<file path="config.mk">
export PLATFORM = sky130hd
export DESIGN_NAME = w3d_interconnect
export DESIGN_NICKNAME = d
export VERILOG_FILES = /design/src/hdl/w3d_interconnect_pkg.sv /design/src/hdl/w3d_host_decode.sv /design/src/hdl/w3d_host_dispatch.sv /design/src/hdl/w3d_dram_arbiter.sv /design/src/hdl/w3d_interconnect.sv
export SDC_FILE = /design/constraint.sdc
export NUM_CORES = 1
export LEC_CHECK = 0
export ABC_AREA = 1
export BUFFER_PORTS_ARGS = -buffer_cell sky130_fd_sc_hd__buf_2
export CAP_MARGIN = 25
export CORE_AREA = 2 2 237 239
export DETAILED_ROUTE_END_ITERATION = 7
export DIE_AREA = 0 0 239 241
export GPL_TIMING_DRIVEN = 0
export PLACE_DENSITY = 0.42
export SYNTH_ARGS = -nofsm -noshare
export SYNTH_HDL_FRONTEND = slang
export SYNTH_HIERARCHICAL = 1
export SYNTH_SLANG_ARGS = --single-unit
</file>
<file path="constraint.sdc">
create_clock -name clk -period 4.9 [get_ports clk]
set_clock_uncertainty 0.2 [all_clocks]
set_input_delay 0.735 -clock clk [delete_from_list [all_inputs] [get_ports clk]]
set_output_delay 0.735 -clock clk [all_outputs]
set_load 0.05 [all_outputs]
</file>
<file path="src/hdl/w3d_interconnect_pkg.sv">
package w3d_interconnect_pkg;

	// host DRAM window covers 0x0000_0000..0x1fff_ffff
	localparam logic [31:0] DRAM_BASE = 32'h0000_0000;
	localparam logic [31:0] DRAM_MASK = 32'he000_0000;

	// the three control regions share one mask, the external window is wider
	localparam logic [31:0] MMIO_GFX_BASE    = 32'h2000_0000;
	localparam logic [31:0] MMIO_VDC_BASE    = 32'h2400_0000;
	localparam logic [31:0] MMIO_SGDMA_BASE  = 32'h2800_0000;
	localparam logic [31:0] MMIO_REGION_MASK = 32'hfc00_0000;
	localparam logic [31:0] MMIO_EXT_BASE    = 32'h3000_0000;
	localparam logic [31:0] MMIO_EXT_MASK    = 32'hf000_0000;

	// graphics masters only reach 0x1c00_0000 and above
	localparam logic [5:0] VRAM_PREFIX = 6'b000111;

	// read data for a host access that hits no window
	localparam logic [31:0] UNMAPPED_DATA = 32'hdead_beef;

	localparam int N_MMIO = 4;

	typedef enum logic [2:0] {
		TGT_DRAM,
		TGT_GFX,
		TGT_VDC,
		TGT_SGDMA,
		TGT_EXT,
		TGT_NONE
	} target_e;

	// tag carried with each DRAM request so the response finds its owner
	typedef enum logic [1:0] {
		MST_VDC,
		MST_HOST,
		MST_GFX
	} master_e;

endpackage

</file>
<file path="src/hdl/w3d_host_decode.sv">
`timescale 1ns/1ns

module w3d_host_decode
	import w3d_interconnect_pkg::*;
(
	input  logic        clk,
	input  logic        rst_n,

	input  logic        host_valid,
	output logic        host_ready,
	input  logic        host_write,
	input  logic [31:0] host_addr,
	input  logic [31:0] host_wdata,

	output logic        dec_valid,
	input  logic        dec_ready,
	output logic        dec_write,
	output logic [31:0] dec_addr,
	output logic [31:0] dec_wdata,
	output target_e     dec_target
);

	// the narrow control regions are tested before the external window
	function automatic target_e classify(logic [31:0] addr);
		target_e tgt;
		if ((addr & DRAM_MASK) == DRAM_BASE)
			tgt = TGT_DRAM;
		else if ((addr & MMIO_REGION_MASK) == MMIO_GFX_BASE)
			tgt = TGT_GFX;
		else if ((addr & MMIO_REGION_MASK) == MMIO_VDC_BASE)
			tgt = TGT_VDC;
		else if ((addr & MMIO_REGION_MASK) == MMIO_SGDMA_BASE)
			tgt = TGT_SGDMA;
		else if ((addr & MMIO_EXT_MASK) == MMIO_EXT_BASE)
			tgt = TGT_EXT;
		else
			tgt = TGT_NONE;
		return tgt;
	endfunction

	logic take;

	// the slot refills in the same cycle that dispatch drains it
	assign host_ready = !dec_valid || dec_ready;
	assign take = host_valid && host_ready;

	always_ff @(posedge clk or negedge rst_n) begin
		if (!rst_n)
			dec_valid <= 1'b0;
		else if (take)
			dec_valid <= 1'b1;
		else if (dec_ready)
			dec_valid <= 1'b0;
	end

	always_ff @(posedge clk) begin
		if (take) begin
			dec_write  <= host_write;
			dec_addr   <= host_addr;
			dec_wdata  <= host_wdata;
			dec_target <= classify(host_addr);
		end
	end

endmodule

</file>
<file path="src/hdl/w3d_host_dispatch.sv">
`timescale 1ns/1ns

module w3d_host_dispatch
	import w3d_interconnect_pkg::*;
(
	input  logic                    clk,
	input  logic                    rst_n,

	input  logic                    dec_valid,
	output logic                    dec_ready,
	input  logic                    dec_write,
	input  logic [31:0]             dec_addr,
	input  logic [31:0]             dec_wdata,
	input  target_e                 dec_target,

	output logic [N_MMIO-1:0]       mmio_valid,
	input  logic [N_MMIO-1:0]       mmio_ready,
	output logic                    mmio_write,
	output logic [31:0]             mmio_addr,
	output logic [31:0]             mmio_wdata,
	input  logic [N_MMIO-1:0]       mmio_rvalid,
	input  logic [N_MMIO-1:0][31:0] mmio_rdata,
	output logic                    mmio_rready,

	output logic                    hreq_valid,
	input  logic                    hreq_ready,
	output logic                    hreq_write,
	output logic [31:0]             hreq_addr,
	output logic [31:0]             hreq_wdata,
	input  logic                    hrsp_valid,
	input  logic [31:0]             hrsp_data,

	output logic                    host_rvalid,
	input  logic                    host_rready,
	output logic [31:0]             host_rdata,
	output logic                    host_rerr
);

	typedef enum logic [1:0] {IDLE, ISSUE, WAIT, RESP} state_e;

	state_e      state;
	logic        req_write;
	logic [31:0] req_addr;
	logic [31:0] req_wdata;
	target_e     req_target;
	logic [31:0] rsp_data;
	logic        rsp_err;

	logic              is_mmio;
	logic [1:0]        mmio_idx;
	logic [N_MMIO-1:0] mmio_sel;
	logic              issue_done;
	logic              rsp_hit;
	logic [31:0]       rsp_in;

	// one-hot bit order follows the region order gfx, vdc, sgdma, ext
	always_comb begin
		is_mmio  = 1'b1;
		mmio_idx = 2'd0;
		case (req_target)
			TGT_GFX:   mmio_idx = 2'd0;
			TGT_VDC:   mmio_idx = 2'd1;
			TGT_SGDMA: mmio_idx = 2'd2;
			TGT_EXT:   mmio_idx = 2'd3;
			default:   is_mmio = 1'b0;
		endcase
	end

	assign mmio_sel = is_mmio ? {{(N_MMIO-1){1'b0}}, 1'b1} << mmio_idx : '0;

	assign dec_ready   = state == IDLE;
	assign mmio_valid  = (state == ISSUE) ? mmio_sel : '0;
	assign hreq_valid  = state == ISSUE && req_target == TGT_DRAM;
	assign mmio_rready = state == WAIT;
	assign host_rvalid = state == RESP;

	assign mmio_write = req_write;
	assign mmio_addr  = req_addr;
	assign mmio_wdata = req_wdata;
	assign hreq_write = req_write;
	assign hreq_addr  = req_addr;
	assign hreq_wdata = req_wdata;
	assign host_rdata = rsp_data;
	assign host_rerr  = rsp_err;

	assign issue_done = |(mmio_valid & mmio_ready) || (hreq_valid && hreq_ready);
	assign rsp_hit    = is_mmio ? mmio_rvalid[mmio_idx] : hrsp_valid;
	assign rsp_in     = is_mmio ? mmio_rdata[mmio_idx] : hrsp_data;

	always_ff @(posedge clk or negedge rst_n) begin
		if (!rst_n) begin
			state <= IDLE;
		end else begin
			case (state)
				IDLE:
					if (dec_valid) begin
						if (dec_target == TGT_NONE)
							state <= RESP;
						else
							state <= ISSUE;
					end
				ISSUE: if (issue_done) state <= WAIT;
				WAIT:  if (rsp_hit) state <= RESP;
				RESP:  if (host_rready) state <= IDLE;
			endcase
		end
	end

	// unmapped requests keep the error word loaded at acceptance
	always_ff @(posedge clk) begin
		if (dec_valid && dec_ready) begin
			req_write  <= dec_write;
			req_addr   <= dec_addr;
			req_wdata  <= dec_wdata;
			req_target <= dec_target;
			rsp_data   <= UNMAPPED_DATA;
			rsp_err    <= dec_target == TGT_NONE;
		end else if (state == WAIT && rsp_hit) begin
			rsp_data <= req_write ? 32'd0 : rsp_in;
		end
	end

endmodule

</file>
<file path="src/hdl/w3d_dram_arbiter.sv">
`timescale 1ns/1ns

module w3d_dram_arbiter
	import w3d_interconnect_pkg::*;
(
	input  logic        clk,
	input  logic        rst_n,

	input  logic        vdc_stream_valid,
	output logic        vdc_stream_ready,
	input  logic        vdc_stream_write,
	input  logic [31:0] vdc_stream_addr,
	input  logic [31:0] vdc_stream_wdata,
	output logic        vdc_stream_rvalid,
	output logic [31:0] vdc_stream_rdata,

	input  logic        hreq_valid,
	output logic        hreq_ready,
	input  logic        hreq_write,
	input  logic [31:0] hreq_addr,
	input  logic [31:0] hreq_wdata,
	output logic        hrsp_valid,
	output logic [31:0] hrsp_data,

	input  logic        gfx_vram_valid,
	output logic        gfx_vram_ready,
	input  logic        gfx_vram_write,
	input  logic [31:0] gfx_vram_addr,
	input  logic [31:0] gfx_vram_wdata,
	output logic        gfx_vram_rvalid,
	output logic [31:0] gfx_vram_rdata,

	output logic        dram_valid,
	input  logic        dram_ready,
	output logic        dram_write,
	output logic [31:0] dram_addr,
	output logic [31:0] dram_wdata,
	output master_e     dram_tag,
	input  logic        dram_rvalid,
	input  master_e     dram_rtag,
	input  logic [31:0] dram_rdata
);

	function automatic logic [31:0] vram_addr(logic [31:0] addr);
		return {VRAM_PREFIX, addr[25:0]};
	endfunction

	master_e     grant;
	logic        rsp_valid;
	master_e     rsp_tag;
	logic [31:0] rsp_data;

	// display refill must not starve, so vdc always wins
	always_comb begin
		if (vdc_stream_valid)
			grant = MST_VDC;
		else if (hreq_valid)
			grant = MST_HOST;
		else
			grant = MST_GFX;
	end

	always_comb begin
		case (grant)
			MST_VDC: begin
				dram_write = vdc_stream_write;
				dram_addr  = vram_addr(vdc_stream_addr);
				dram_wdata = vdc_stream_wdata;
			end
			MST_HOST: begin
				dram_write = hreq_write;
				dram_addr  = hreq_addr;
				dram_wdata = hreq_wdata;
			end
			default: begin
				dram_write = gfx_vram_write;
				dram_addr  = vram_addr(gfx_vram_addr);
				dram_wdata = gfx_vram_wdata;
			end
		endcase
	end

	assign dram_valid = vdc_stream_valid || hreq_valid || gfx_vram_valid;
	assign dram_tag   = grant;

	assign vdc_stream_ready = dram_ready && grant == MST_VDC;
	assign hreq_ready       = dram_ready && grant == MST_HOST;
	assign gfx_vram_ready   = dram_ready && grant == MST_GFX;

	always_ff @(posedge clk or negedge rst_n) begin
		if (!rst_n)
			rsp_valid <= 1'b0;
		else
			rsp_valid <= dram_rvalid;
	end

	always_ff @(posedge clk) begin
		if (dram_rvalid) begin
			rsp_tag  <= dram_rtag;
			rsp_data <= dram_rdata;
		end
	end

	// each master sees a one-cycle pulse when its tag comes back
	assign vdc_stream_rvalid = rsp_valid && rsp_tag == MST_VDC;
	assign hrsp_valid        = rsp_valid && rsp_tag == MST_HOST;
	assign gfx_vram_rvalid   = rsp_valid && rsp_tag == MST_GFX;

	assign vdc_stream_rdata = rsp_data;
	assign hrsp_data        = rsp_data;
	assign gfx_vram_rdata   = rsp_data;

endmodule

</file>
<file path="src/hdl/w3d_interconnect.sv">
`timescale 1ns/1ns

module w3d_interconnect
	import w3d_interconnect_pkg::*;
(
	input  logic                    clk,
	input  logic                    rst_n,

	input  logic                    host_valid,
	output logic                    host_ready,
	input  logic                    host_write,
	input  logic [31:0]             host_addr,
	input  logic [31:0]             host_wdata,
	output logic                    host_rvalid,
	input  logic                    host_rready,
	output logic [31:0]             host_rdata,
	output logic                    host_rerr,

	output logic [N_MMIO-1:0]       mmio_valid,
	input  logic [N_MMIO-1:0]       mmio_ready,
	output logic                    mmio_write,
	output logic [31:0]             mmio_addr,
	output logic [31:0]             mmio_wdata,
	input  logic [N_MMIO-1:0]       mmio_rvalid,
	input  logic [N_MMIO-1:0][31:0] mmio_rdata,
	output logic                    mmio_rready,

	input  logic                    gfx_vram_valid,
	output logic                    gfx_vram_ready,
	input  logic                    gfx_vram_write,
	input  logic [31:0]             gfx_vram_addr,
	input  logic [31:0]             gfx_vram_wdata,
	output logic                    gfx_vram_rvalid,
	output logic [31:0]             gfx_vram_rdata,

	input  logic                    vdc_stream_valid,
	output logic                    vdc_stream_ready,
	input  logic                    vdc_stream_write,
	input  logic [31:0]             vdc_stream_addr,
	input  logic [31:0]             vdc_stream_wdata,
	output logic                    vdc_stream_rvalid,
	output logic [31:0]             vdc_stream_rdata,

	output logic                    dram_valid,
	input  logic                    dram_ready,
	output logic                    dram_write,
	output logic [31:0]             dram_addr,
	output logic [31:0]             dram_wdata,
	output master_e                 dram_tag,
	input  logic                    dram_rvalid,
	input  master_e                 dram_rtag,
	input  logic [31:0]             dram_rdata
);

	logic        dec_valid;
	logic        dec_ready;
	logic        dec_write;
	logic [31:0] dec_addr;
	logic [31:0] dec_wdata;
	target_e     dec_target;

	// host path into the arbiter
	logic        hreq_valid;
	logic        hreq_ready;
	logic        hreq_write;
	logic [31:0] hreq_addr;
	logic [31:0] hreq_wdata;
	logic        hrsp_valid;
	logic [31:0] hrsp_data;

	w3d_host_decode u_decode (.*);

	w3d_host_dispatch u_dispatch (.*);

	w3d_dram_arbiter u_arbiter (.*);

endmodule

</file>
=== After elaboration in Yosys (flattened, before gate mapping) ===
Index checks and enable logic that the tools add are counted.
Widths: inputs -> output; s select.

* Magnitude comparators: 1
* Eq/ne operators: 20
* Shifts and indexed selects: 1
* Mux-type cells: 28
* Bitwise gates (word level): 1
* Reduce and logical (&&, ||, !) cells: 27

{| class="wikitable"
|+ Operators by type and width
! operator !! number
|-
| $pmux 32 s2 || 2
|-
| $mux 32 || 3
|-
| $bmux 32 s2 || 1
|-
| $logic_not 32->1 || 1
|-
| $eq 6x4->1 const B || 3
|-
| $mux 2 || 9
|-
| $reduce_or 4->1 || 3
|-
| $logic_and 1x1->1 || 11
|-
| $eq 2x2->1 const B || 4
|-
| $mux 4 || 2
|-
| $ne 2x1->1 const B || 4
|-
| $pmux 2 s4 || 1
|-
| $mux 1 || 7
|-
| $eq 2x1->1 const B || 3
|-
| $eq 3x2->1 const B || 2
|-
| $eq 3x3->1 const B || 2
|-
| $logic_not 2->1 || 3
|-
| $pmux 2 s3 || 1
|-
| $and 4x4->4 || 1
|-
| $eq 4x2->1 const B || 1
|-
| $logic_or 1x1->1 || 4
|-
| $reduce_and 4->1 || 1
|-
| $shl 1x2->4 const A || 1
|-
| $eq 3x1->1 const B || 1
|-
| other kinds (7) || 7
|}

* Flip-flop bits (word level): 207
* Input bits: 373

=== Logic depth before layout (Yosys ltp) ===
Gate-level depths: netlist of the first run.

* Depth after elaboration: 10
* Gate-level depth with buffers: 14

=== Modules after synthesis ===
The synthesis of the first run kept the hierarchy.

{| class="wikitable"
|+ By module, submodules not included
! module !! times used !! cells an instance !! area an instance (µm²)
|-
| w3d_host_dispatch || 1 || 736 || 5709.2
|-
| w3d_dram_arbiter || 1 || 386 || 2872.8
|-
| w3d_host_decode || 1 || 89 || 2148.3
|}

=== Worst setup path after synthesis of the first run ===
OpenSTA, ideal clock, no wires.

* Kind: input port to flip-flop
* From: in host_valid
* To: reg u_decode.dec_addr[0] (enable)
* Data arrival time: 4075 ps
* Required time: 4184 ps
* Path slack: 109 ps
* Stages: 2
* Buffers on the path: 0
* Cell sequence: inv_1 -> a21oi_1

* Cells in the longest elaborated chain, start to end: 1

{| class="wikitable"
|+ Ends and longest elaborated chain
! what !! line !! source
|-
| from (decl) || w3d_interconnect.sv:9 || <nowiki>input logic host_valid,</nowiki>
|-
| $logic_and 1x1->1 || w3d_host_decode.sv:45 || <nowiki>assign take = host_valid && host_ready;</nowiki>
|-
| named net u_decode.take || w3d_host_decode.sv:41 || <nowiki>logic take;</nowiki>
|-
| to (signal assigned) || w3d_host_decode.sv:59 || <nowiki>dec_addr <= host_addr;</nowiki>
|-
| to (decl) || w3d_host_decode.sv:18 || <nowiki>output logic [31:0] dec_addr,</nowiki>
|}

The timed path passes the listed nets, and every way through them passes these cells.
A chain may end at the register's enable or synchronous reset.

=== Worst setup path after layout of the first run ===
* From: reg u_dispatch.state[1]
* To: out dram_addr[18]

* Cells in the longest elaborated chain, start to end: 6
* Elaborated cells between the ends (all ways): 7
* Classes of those cells: 2 x eq/ne; 3 x mux; 2 x reduce/logical

{| class="wikitable"
|+ Ends and longest elaborated chain
! what !! line !! source
|-
| from (decl) || w3d_host_dispatch.sv:41 || <nowiki>state_e state;</nowiki>
|-
| from (signal assigned) || w3d_host_dispatch.sv:92 || <nowiki>state <= IDLE;</nowiki>
|-
| from (signal assigned) || w3d_host_dispatch.sv:98 || <nowiki>state <= RESP;</nowiki>
|-
| from (signal assigned) || w3d_host_dispatch.sv:100 || <nowiki>state <= ISSUE;</nowiki>
|-
| $eq 2x1->1 * || w3d_host_dispatch.sv:73 || <nowiki>assign hreq_valid = state == ISSUE && req_target == TGT_DRAM;</nowiki>
|-
| $logic_and 1x1->1 * || w3d_host_dispatch.sv:73 ||
|-
| named net hreq_valid || w3d_interconnect.sv:63 || <nowiki>logic hreq_valid;</nowiki>
|-
| $mux 2 * || w3d_dram_arbiter.sv:57 || <nowiki>else if (hreq_valid)</nowiki>
|-
| $mux 2 * || w3d_dram_arbiter.sv:55 || <nowiki>if (vdc_stream_valid)</nowiki>
|-
| $eq 2x1->1 or $logic_not 2->1 (tied branches) || w3d_dram_arbiter.sv:64 || <nowiki>case (grant)</nowiki>
|-
| $pmux 32 s2 * || w3d_dram_arbiter.sv:64 ||
|-
| to (decl) || w3d_interconnect.sv:47 || <nowiki>output logic [31:0] dram_addr,</nowiki>
|}

The timed path passes the listed nets; every way through them passes the cells marked *.

==> flow_metrics.py, run 1 <==
metrics = {
    "run_status": {
        "status": "completed",
    },
    "synth": {
        "synthDistinctLibCells": 32,
        "ys_ff_latch": 207,
        "async_reset_ff_share_pct": 1.93,
        "synth.net_count": 1588,
        "synth_top_area_share_pct": 47.9,
        "synth_area_per_cell_um2": 8.86,
        "synth_area_um2": 10700,
        "synth_edf_count": 171,
        "yosysSeqAreaShare_pct": 54.8,
        "synthCells": 1211,
        "ys.flop_type": "edfxtp_1",
        "yosys_warnings": 6,
        "yosysTopAreaCell": "edfxtp_1",
        "netlist_top_cells_area": "edfxtp_1 (48%), nand2_1 (15%), buf_4 (9.6%), nand3_1 (7.5%), dfxtp_1 (6.0%)",
    },
    "cts": {
        "clock-sinks": 207,
        "clock_latency_ns": 0.53,
        "clockBufferDepth": 3,
        "cts_tree": "done",
        "cts_buffers": 25,
        "htreeDepth": 1,
        "cts-root-buf": "clkbuf_16",
        "clkTransAtPathRegs_ns": 0.06,
        "cts_resized": 0,
    },
    "finish": {
        "drive_gt1_share_pct": 45.2,
        "final_cells": 2571,
        "final_common_cell": "buf_2",
        "finalNetCount": 2219,
        "layout_common_cells": "buf_2 (624), nand2_1 (416), edfxtp_1 (171)",
        "areaGrowthSynthToFinish_pct": 44.7,
    },
    "pwr": {
        "pwr_density_cell_nw_per_um2": 593,
        "irDropWorstVdd_v": 0.000214,
        "power.total_w": 0.00921,
        "power_leakage_nw": 7.51,
    },
    "setup_path": {
        "path_buf_inv": 5,
        "cpPeakStageDelay_ns": 0.52,
        "cp.depth": 9,
        "critPathTopFamily": "buffers and inverters",
        "cp_slowest_cell": "nor3_1",
        "cp-end-kind": "output port",
        "worstPathArrival_ns": 3.12,
        "crit_path_max_fanout": 10,
        "startpoint_type": "flip-flop",
        "rr_worst_depth": 14,
        "path_common_cell": "buf_2",
        "crit_chain": "inv_1 > ha_1 > inv_1 > nor3_1 > buf_2 > buf_2 > nand3_1 > nand3_1 > buf_2",
        "crit_type": "reg -> out",
        "required_ns": 3.96,
    },
    "detailed_routing": {
        "antenna_left": 0,
        "drt_first_pass_iters": 5,
        "via_count": 10500,
        "routed_wl_um": 47800,
        "remaining_drc_errors": 0,
        "via_per_inst": 4.09,
        "wl_per_cell_um": 18.6,
        "drt_iter0_markers": 464,
    },
    "sta": {
        "fmax_mhz": 246,
        "period_needed_ns": 4.06,
        "hold_slack_ns": 0.172,
        "finalHoldViolations": 0,
        "maxSlewViolCount": 0,
        "slew_headroom_pct": 38.7,
        "setup_viol": 0,
        "worstMarginPinSlew_ns": 0.918,
        "post-route-period-util_pct": 82.8,
        "rsz0062_at_grt": "false",
    },
    "grt": {
        "antenna_found_initial": 16,
        "grt_use_total_pct": 15.5,
        "grt_max_degree": 56,
        "globalRouteOverflowTotal": 0,
        "grt_pass1_vias": 10400,
        "grt_pass1_wl_um": 65500,
    },
    "run": {
        "drv_cap": 0,
    },
    "floorplanning": {
        "start_util_pct": 19.6,
        "fp.dieW_um": 239,
        "rows": 86,
        "fp.coreArea_um2": 54900,
        "die_y_um": 241,
        "design.die.area_um2": 57600,
        "ios": 614,
    },
    "worst_hold_path": {
        "hold_depth": 1,
        "holdCritPathClass": "in -> reg",
    },
    "placed_design": {
        "hpwl_um": 39500,
        "dp.cells": 2518,
        "numPortBuffers": 600,
        "gp_congestion": 0.910,
    },
}
==> synth_stat cells (5+ instances only) <==
| cell type | number |
|---|---|
| a21oi_1 | 41 |
| inv_1 | 47 |
| o21ai_0 | 23 |
| nand3b_1 | 7 |
| buf_4 | 137 |
| buf_6 | 5 |
| nor2_1 | 70 |
| nand2_1 | 416 |
| buf_2 | 24 |
| inv_2 | 6 |
| clkbuf_1 | 23 |
| nand3_2 | 12 |
| nand3_1 | 160 |
| dfxtp_1 | 32 |
| edfxtp_1 | 171 |
==> worst paths after layout <==
kind | start | endpoint | slack, ns
max | u_dispatch/state[1]$_DFFE_PN0P_ | dram_addr[18] | 0.84
min | host_wdata[6] | u_decode/dec_wdata[6]$_DFFE_PP_ | 0.17
max reg2reg | u_dispatch/state[1]$_DFFE_PN0P_ | u_dispatch/state[0]$_DFFE_PN0P_ | 1.76
min reg2reg | u_decode/dec_addr[0]$_DFFE_PP_ | u_dispatch/hreq_addr[0]$_DFFE_PP_ | 0.22
max in group asynchronous | rst_n | u_dispatch/state[1]$_DFFE_PN0P_ | 4.01
min in group asynchronous | rst_n | u_decode/dec_valid$_DFFE_PN0P_ | 0.36
==> layer usage <==
metal / up-vias / global-route usage [%] / wire (um)
met5: - / 0 / 62
met4: 10 / 5.87 / 1790
met3: 85 / 3.98 / 3780
met2: 482 / 28.1 / 23600
met1: 4814 / 17.4 / 18600
li1: 5135 / - / -
==> registers in the layout (all words and copies together) (netlist names) <==
register	cells
u_dispatch/hreq_write	1
u_dispatch/hreq_addr	32
u_decode/dec_wdata	32
u_dispatch/host_rerr	1
u_dispatch/hreq_wdata	32
u_arbiter/rsp_tag	2
u_decode/dec_addr	32
u_decode/dec_target	3
u_decode/dec_write	1
u_dispatch/host_rdata	32
u_arbiter/gfx_vram_rdata	32
u_arbiter/rsp_valid	1
u_dispatch/state	2
u_decode/dec_valid	1
u_dispatch/req_target	3
==> worst register-to-register path: stages (launching register included) <==
cell and delay (ns):
dfrtp_1 0.41, inv_1 0.09, ha_1 0.16, inv_1 0.11
nor3_1 0.52, buf_2 0.38, nand2_2 0.19, nor2_1 0.24
nand3_1 0.11, nand2_1 0.07, a21oi_1 0.04, a21oi_1 0.28
nand2_1 0.12, nand2_1 0.07, nand2_1 0.05
==> final cells by class <==
cell class                      instances  area, um2
Clock inverter                         17        173
Clock buffer                           27        633
Tap cell                              704        881
Antenna cell                            8       20.0
Buffer                                190       1300
Multi-Input combinational cell        760       3360
Inverter                               54        208
Timing Repair Buffer                  604       3080
Fill cell                            6020      39300
Sequential cell                       207       5880
==> per-stage QoR <==
step	TNS [ns]	util (%)	worst slack (ns)	instance area [um2]
4_1_cts	0	28.3	0.812	15500
5_1_grt	0	28.3	0.643	15500
2_1_floorplan	0	-	0.109	10700
6_report	0	28.3	0.842	15500
3_5_place_dp	0	26.8	1.40	14700
3_3_place_gp	-162.52	26.6	-2.40	14600
==> power by group <==
group,total [W],internal (W),switching (W)
logic,0.00449,0.00120,0.00328
clock network,0.00185,0.00109,0.000758
registers,0.00287,0.00256,0.000312
total,0.00921,0.00486,0.00435
==> kinds of logic (layout without fill, tap and decap cells) <==
kind of cell | Yosys count | after routing | share of synthesized area, %
other | 0 | 8 | 0
buffers and inverters | 244 | 892 | 14.0
and+or+nand+nor | 684 | 684 | 27.3
DFF | 207 | 207 | 54.8
AOI/OAI and AO/OA | 72 | 72 | 3.44
adders and majority gates | 4 | 4 | 0.466
==> what timing repair did <==
item	CTS	global route
buffers inserted	0	0
hold endpoints to repair	4	0
hold buffers	1	0
(Power assumes the default switching activity.)
==> inputs of run 2 (changes only) <==
--- a/config.mk
+++ b/config.mk
@@ -12,7 +12,7 @@
 export DETAILED_ROUTE_END_ITERATION = 7
 export DIE_AREA = 0 0 239 241
 export GPL_TIMING_DRIVEN = 0
-export PLACE_DENSITY = 0.42
+export PLACE_DENSITY = 0.41
 export SYNTH_ARGS = -nofsm -noshare
 export SYNTH_HDL_FRONTEND = slang
 export SYNTH_HIERARCHICAL = 1
==> constraint.sdc (replaced) <==
create_clock -name clk -period 4 [get_ports clk]
set_clock_uncertainty 0.2 [all_clocks]
set_input_delay 0.6 -clock clk [delete_from_list [all_inputs] [get_ports clk]]
set_output_delay 0.6 -clock clk [all_outputs]
set_load 0.05 [all_outputs]
==> run 2 against run 1 <==
Cell area increased by 4.0%. Final cell count increased by 2.3%. Clock power increased by 29%. Wire length increased by 0.49%. Largest cell class unchanged.
==> flow_metrics.py, run 2 (same netlist as run 1, synthesis figures left out) <==
metrics = {
    "run_status": {
        "status": "completed",
    },
    "setup_path": {
        "path_common_cell": "buf_2",
        "crit_chain": "inv_1 > ha_1 > inv_1 > nor3_1 > buf_2 > buf_2 > nand3_1 > nand3_1 > buf_2",
        "worstPathArrival_ns": 3.04,
        "crit_path_max_fanout": 10,
        "r2r_slack_ns": 1.00,
        "crit_type": "reg -> out",
        "r2r_start": "u_dispatch/state[1]$_DFFE_PN0P_",
        "cp_slowest_cell": "dfrtp_1",
        "cp-end-kind": "output port",
        "startpoint_type": "flip-flop",
        "startpoint": "u_dispatch/state[1]$_DFFE_PN0P_",
        "cpPeakStageDelay_ns": 0.41,
        "required_ns": 3.20,
        "rr_endpoint": "u_dispatch/state[1]$_DFFE_PN0P_",
        "cp-endpoint": "dram_wdata[1]",
        "rr_worst_depth": 14,
    },
    "floorplanning": {
        "start_util_pct": 19.6,
        "design.die.area_um2": 57600,
        "ios": 614,
        "fp.coreArea_um2": 54900,
        "rows": 86,
        "die_y_um": 241,
        "fp.dieW_um": 239,
    },
    "finish": {
        "layout_common_cells": "buf_2 (624), nand2_1 (416), edfxtp_1 (171)",
        "finalNetCount": 2278,
        "drive_gt1_share_pct": 43.8,
        "areaGrowthSynthToFinish_pct": 50.5,
        "final_util_pct": 29.4,
        "final_common_cell": "buf_2",
        "fillCellCount": 5990,
        "final_cells": 2629,
    },
    "cts": {
        "clkTransAtPathRegs_ns": 0.06,
        "cts_tree": "done",
        "cts-root-buf": "clkbuf_16",
        "postCtsHoldBufs": 59,
        "cts_setup_buffers": 0,
        "clock-sinks": 207,
        "clock_latency_ns": 0.55,
        "cts_buffers": 26,
        "clockBufferDepth": 3,
        "htreeDepth": 1,
        "cts_resized": 0,
    },
    "sta": {
        "maxSlewViolCount": 0,
        "hold_slack_ns": 0.0353,
        "rsz0062_at_grt": "false",
        "worstMarginPinSlew_ns": 0.905,
        "slew_headroom_pct": 39.7,
        "finalHoldViolations": 0,
        "post-route-period-util_pct": 95.9,
        "setup_viol": 0,
        "setup_slack_ns": 0.164,
        "period_needed_ns": 3.84,
        "fmax_mhz": 261,
    },
    "detailed_routing": {
        "wl_per_cell_um": 18.3,
        "via_per_inst": 4.05,
        "remaining_drc_errors": 0,
        "via_count": 10700,
        "antenna_left": 0,
        "drt_iter0_markers": 450,
        "drt_first_pass_iters": 6,
        "routed_wl_um": 48100,
    },
    "grt": {
        "grt_max_degree": 60,
        "grt_util_met1_pct": 17.8,
        "globalRouteOverflowTotal": 0,
        "use_met2_pct": 29.2,
        "grt_pass1_wl_um": 66700,
        "antenna_found_initial": 15,
        "grt_use_total_pct": 15.6,
        "busiest_layer": "met2",
        "use_met3_pct": 3.57,
        "grt_pass1_vias": 10600,
    },
    "placed_design": {
        "dp.cells": 2518,
        "place_ws_ns": 0.742,
        "hpwl_um": 39400,
        "gp_congestion": 0.862,
        "numPortBuffers": 600,
    },
    "pwr": {
        "irDropWorstVdd_v": 0.000278,
        "pwr_density_cell_nw_per_um2": 708,
        "power_leakage_nw": 7.78,
        "power.total_w": 0.0114,
    },
    "run": {
        "drv_cap": 0,
    },
    "worst_hold_path": {
        "holdCritPathClass": "in -> reg",
    },
}
## run 2: final cells by class
class,instances,area [um2],share of cell area (%)
Timing Repair Buffer,662,3660,22.7
Buffer,190,1300,8.03
Clock buffer,29,662,4.10
Antenna cell,8,20.0,0.124
Multi-Input combinational cell,760,3360,20.8
Sequential cell,207,5880,36.4
Inverter,54,208,1.29
Tap cell,704,881,5.45
Clock inverter,15,183,1.13
## run 2: stage by stage
step	instance area, um2	setup TNS, ns
after CTS	16100	0
final	16200	0
after detailed placement	14700	0
after global routing	16100	0
after floorplan	10700	0
after global placement	14600	-87.98
## run 2: worst min path at each step
stage	from	end	depth (start not counted)
2_1_floorplan	rst_n	u_arbiter/rsp_valid$_DFF_PN0_	0
3_3_place_gp	u_decode/dec_addr[22]$_DFFE_PP_	u_dispatch/hreq_addr[22]$_DFFE_PP_	0
3_5_place_dp	u_decode/dec_addr[10]$_DFFE_PP_	u_dispatch/hreq_addr[10]$_DFFE_PP_	0
4_1_cts	dram_rdata[3]	u_arbiter/gfx_vram_rdata[3]$_DFFE_PP_	1
5_1_grt	host_wdata[8]	u_decode/dec_wdata[8]$_DFFE_PP_	1
6_report	dram_rdata[3]	u_arbiter/gfx_vram_rdata[3]$_DFFE_PP_	1
## run 2: power breakdown
group / internal (W) / switching [W] / total [W] / leakage [nW]
clock: 0.00144 / 0.000943 / 0.00238 / 0.411
combinational: 0.00151 / 0.00404 / 0.00555 / 5.43
sequential: 0.00313 / 0.000365 / 0.00350 / 1.94
total: 0.00608 / 0.00534 / 0.0114 / 7.78
## run 2: worst max-delay path, delay by kind of cell, from the launching register on
family / cells / cell delay [ns]
simple gates: 3 / 0.70
flops: 1 / 0.41
buf+inv: 5 / 1.21
fa+ha+maj: 1 / 0.17
## run 2: per-layer routing
| metal | up-vias | wire length [um] |
|---|---|---|
| li1 | 5256 | - |
| met1 | 4860 | 19000 |
| met2 | 463 | 24400 |
| met3 | 62 | 3630 |
| met4 | 12 | 1020 |
| met5 | - | 74 |
==> inputs of run 3 (changes only) <==
--- a/config.mk
+++ b/config.mk
@@ -9,9 +9,12 @@
 export BUFFER_PORTS_ARGS = -buffer_cell sky130_fd_sc_hd__buf_2
 export CAP_MARGIN = 25
 export CORE_AREA = 2 2 237 239
+export CTS_BUF_LIST = sky130_fd_sc_hd__clkbuf_4 sky130_fd_sc_hd__clkbuf_8 sky130_fd_sc_hd__clkbuf_16
 export DETAILED_ROUTE_END_ITERATION = 7
 export DIE_AREA = 0 0 239 241
 export GPL_TIMING_DRIVEN = 0
+export HOLD_SLACK_MARGIN = 0.03
+export MAX_ROUTING_LAYER = met4
 export PLACE_DENSITY = 0.41
 export SYNTH_ARGS = -nofsm -noshare
 export SYNTH_HDL_FRONTEND = slang
==> run 3 against run 2 <==
Fmax increased by 1.8%. Core utilization increased by 0.75 points. Sequential share of layout area decreased by 0.91 points. Clock power about the same. Via count increased by 1.3%. Final cell count increased by 1.7%. Cell area increased by 2.6%. Sequential cell count unchanged. Global-route usage increased by 0.54 points. Highest routed layer is now met4.
==> flow_metrics.py, run 3 (same netlist as run 1, synthesis figures left out) <==
metrics = {
    "pwr": {
        "power.internal_w": 0.00613,
        "power.total_w": 0.0115,
        "sw_frac_of_total_pct": 46.6,
        "irDropWorstVdd_v": 0.000283,
        "clkPwrFrac_pct": 20.9,
        "power_leakage_nw": 7.95,
        "pwr_density_cell_nw_per_um2": 693,
        "p_seq_share_pct": 30.5,
        "combPwrFrac_pct": 48.6,
        "p_sw_w": 0.00535,
    },
    "grt": {
        "grt_max_degree": 60,
        "globalRouteOverflowTotal": 0,
        "antenna_found_initial": 14,
        "grt_pass1_vias": 10700,
        "grt_pass1_wl_um": 67100,
        "grt_use_total_pct": 16.2,
    },
    "detailed_routing": {
        "via_count": 10800,
        "drt_first_pass_iters": 5,
        "via_per_inst": 4.04,
        "routed_wl_um": 48200,
        "antenna_left": 0,
        "remaining_drc_errors": 0,
        "drt_iter0_markers": 458,
        "wl_per_cell_um": 18.0,
    },
    "run_status": {
        "status": "completed",
    },
    "floorplanning": {
        "rows": 86,
        "fp.dieW_um": 239,
        "fp.coreArea_um2": 54900,
        "die_y_um": 241,
        "ios": 614,
        "start_util_pct": 19.6,
        "design.die.area_um2": 57600,
    },
    "setup_path": {
        "path_buf_inv": 5,
        "crit_type": "reg -> out",
        "worstPathArrival_ns": 2.97,
        "critPathTopFamily": "buffers and inverters",
        "path_common_cell": "buf_2",
        "cp_slowest_cell": "dfrtp_1",
        "required_ns": 3.20,
        "startpoint_type": "flip-flop",
        "crit_chain": "inv_1 > ha_1 > inv_1 > nor3_1 > buf_2 > buf_2 > nand3_1 > nand3_1 > buf_2",
        "crit_path_max_fanout": 10,
        "cpPeakStageDelay_ns": 0.41,
        "cp-end-kind": "output port",
    },
    "sta": {
        "maxSlewViolCount": 0,
        "finalHoldViolations": 0,
        "slew_headroom_pct": 40.1,
        "rsz0062_at_grt": "false",
        "worstMarginPinSlew_ns": 0.898,
        "post-route-period-util_pct": 94.2,
        "setup_viol": 0,
        "period_needed_ns": 3.77,
        "fmax_mhz": 265,
    },
    "cts": {
        "clockBufferDepth": 3,
        "cts_setup_buffers": 0,
        "clock_latency_ns": 0.55,
        "clock-sinks": 207,
        "clkTransAtPathRegs_ns": 0.06,
        "cts-root-buf": "clkbuf_16",
        "cts_buffers": 26,
        "cts_tree": "done",
        "htreeDepth": 1,
    },
    "finish": {
        "drive_gt1_share_pct": 43.1,
        "multi_input_area_um2": 3360,
        "final_cells": 2673,
        "fillCellCount": 5963,
        "final_common_cell": "buf_2",
        "finalNetCount": 2317,
        "regArea_um2": 5880,
        "layout_common_cells": "buf_2 (624), nand2_1 (416), edfxtp_1 (171)",
        "areaGrowthSynthToFinish_pct": 54.4,
    },
    "placed_design": {
        "numPortBuffers": 600,
        "hpwl_um": 39400,
        "gp_congestion": 0.876,
        "dp.cells": 2518,
    },
    "run": {
        "drv_cap": 0,
    },
    "worst_hold_path": {
        "holdCritPathClass": "in -> reg",
    },
}
-- run 3: cell count changes in the layout (fill, tap and decap cells not counted), sizes merged --
cell	previous run	this run
dlygate4sd3	59	98
diode	8	13
-- run 3: area by class of cell --
type                       instances  share of cell area, %
timing repair buffer             701                   24.5
tap                              704                   5.32
antenna                           13                  0.196
clock inverter                    15                   1.10
sequential                       207                   35.5
inverter                          54                   1.25
clock buffer                      29                   4.06
multi-input combinational        760                   20.3
buffer                           190                   7.83
-- run 3: worst paths after layout --
| check | cells past startpoint | from | end | slack (ns) |
|---|---|---|---|---|
| max | 9 | u_dispatch/state[1]$_DFFE_PN0P_ | dram_wdata[1] | 0.23 |
| min | 1 | host_wdata[20] | u_decode/dec_wdata[20]$_DFFE_PP_ | 0.07 |
| max reg2reg | 14 | u_dispatch/state[1]$_DFFE_PN0P_ | u_dispatch/state[0]$_DFFE_PN0P_ | 1.07 |
| min reg2reg | 0 | u_decode/dec_wdata[7]$_DFFE_PP_ | u_dispatch/hreq_wdata[7]$_DFFE_PP_ | 0.22 |
| max in group asynchronous | 2 | rst_n | u_dispatch/state[0]$_DFFE_PN0P_ | 3.29 |
| min in group asynchronous | 2 | rst_n | u_dispatch/state[1]$_DFFE_PN0P_ | 0.19 |
-- run 3: worst reg2reg max path: stages (launching register included) --
cell and delay, ns:
dfrtp_1 0.41, inv_1 0.09, ha_1 0.17, inv_1 0.11, nor3_1 0.35, buf_2 0.37
nand2_2 0.19, nor2_1 0.22, nand3_1 0.10, nand2_1 0.07, a21oi_1 0.04, a21oi_1 0.28
nand2_1 0.12, nand2_1 0.07, nand2_1 0.05
-- run 3: metal layers --
metal / wire length, um / up-vias / track usage (%)
met5: 0 / - / -
met4: 1070 / 0 / 4.17
met1: 19500 / 4961 / 18.2
li1: - / 5339 / -
met2: 24500 / 436 / 29.2
met3: 3210 / 53 / 3.16
-- run 3: repair_timing --
action,CTS,global route
gates resized for setup,0,0
endpoints found under the setup margin,0,0
hold buffers,98,0
endpoints found under the hold margin,101,0
-- run 3: through the flow --
stage | area, um2 | setup TNS, ns | setup slack, ns | hold WS [ns] | utilization [%]
after floorplan | 10700 | 0 | 0.635 | 0.104 | -
after global placement | 14600 | -87.98 | -0.757 | 0.200 | 26.6
after detailed placement | 14700 | 0 | 0.742 | 0.205 | 26.8
after CTS | 16500 | 0 | 0.120 | 0.0374 | 30.1
after global routing | 16600 | 0 | 0.0241 | 0.0526 | 30.2
final | 16600 | 0 | 0.232 | 0.0662 | 30.2
-- run 3: power groups by stage --
| stage | sequential [W] | clock [W] | combinational (W) |
|---|---|---|---|
| finish | 0.00350 | 0.00240 | 0.00558 |
| global route | 0.00358 | 0.00256 | 0.00598 |
| CTS | 0.00352 | 0.00250 | 0.00565 |
| detailed placement | 0.00356 | 0 | 0.00556 |
| global placement | 0.00360 | 0 | 0.00548 |
| floorplan | 0.00409 | 0 | 0.00328 |
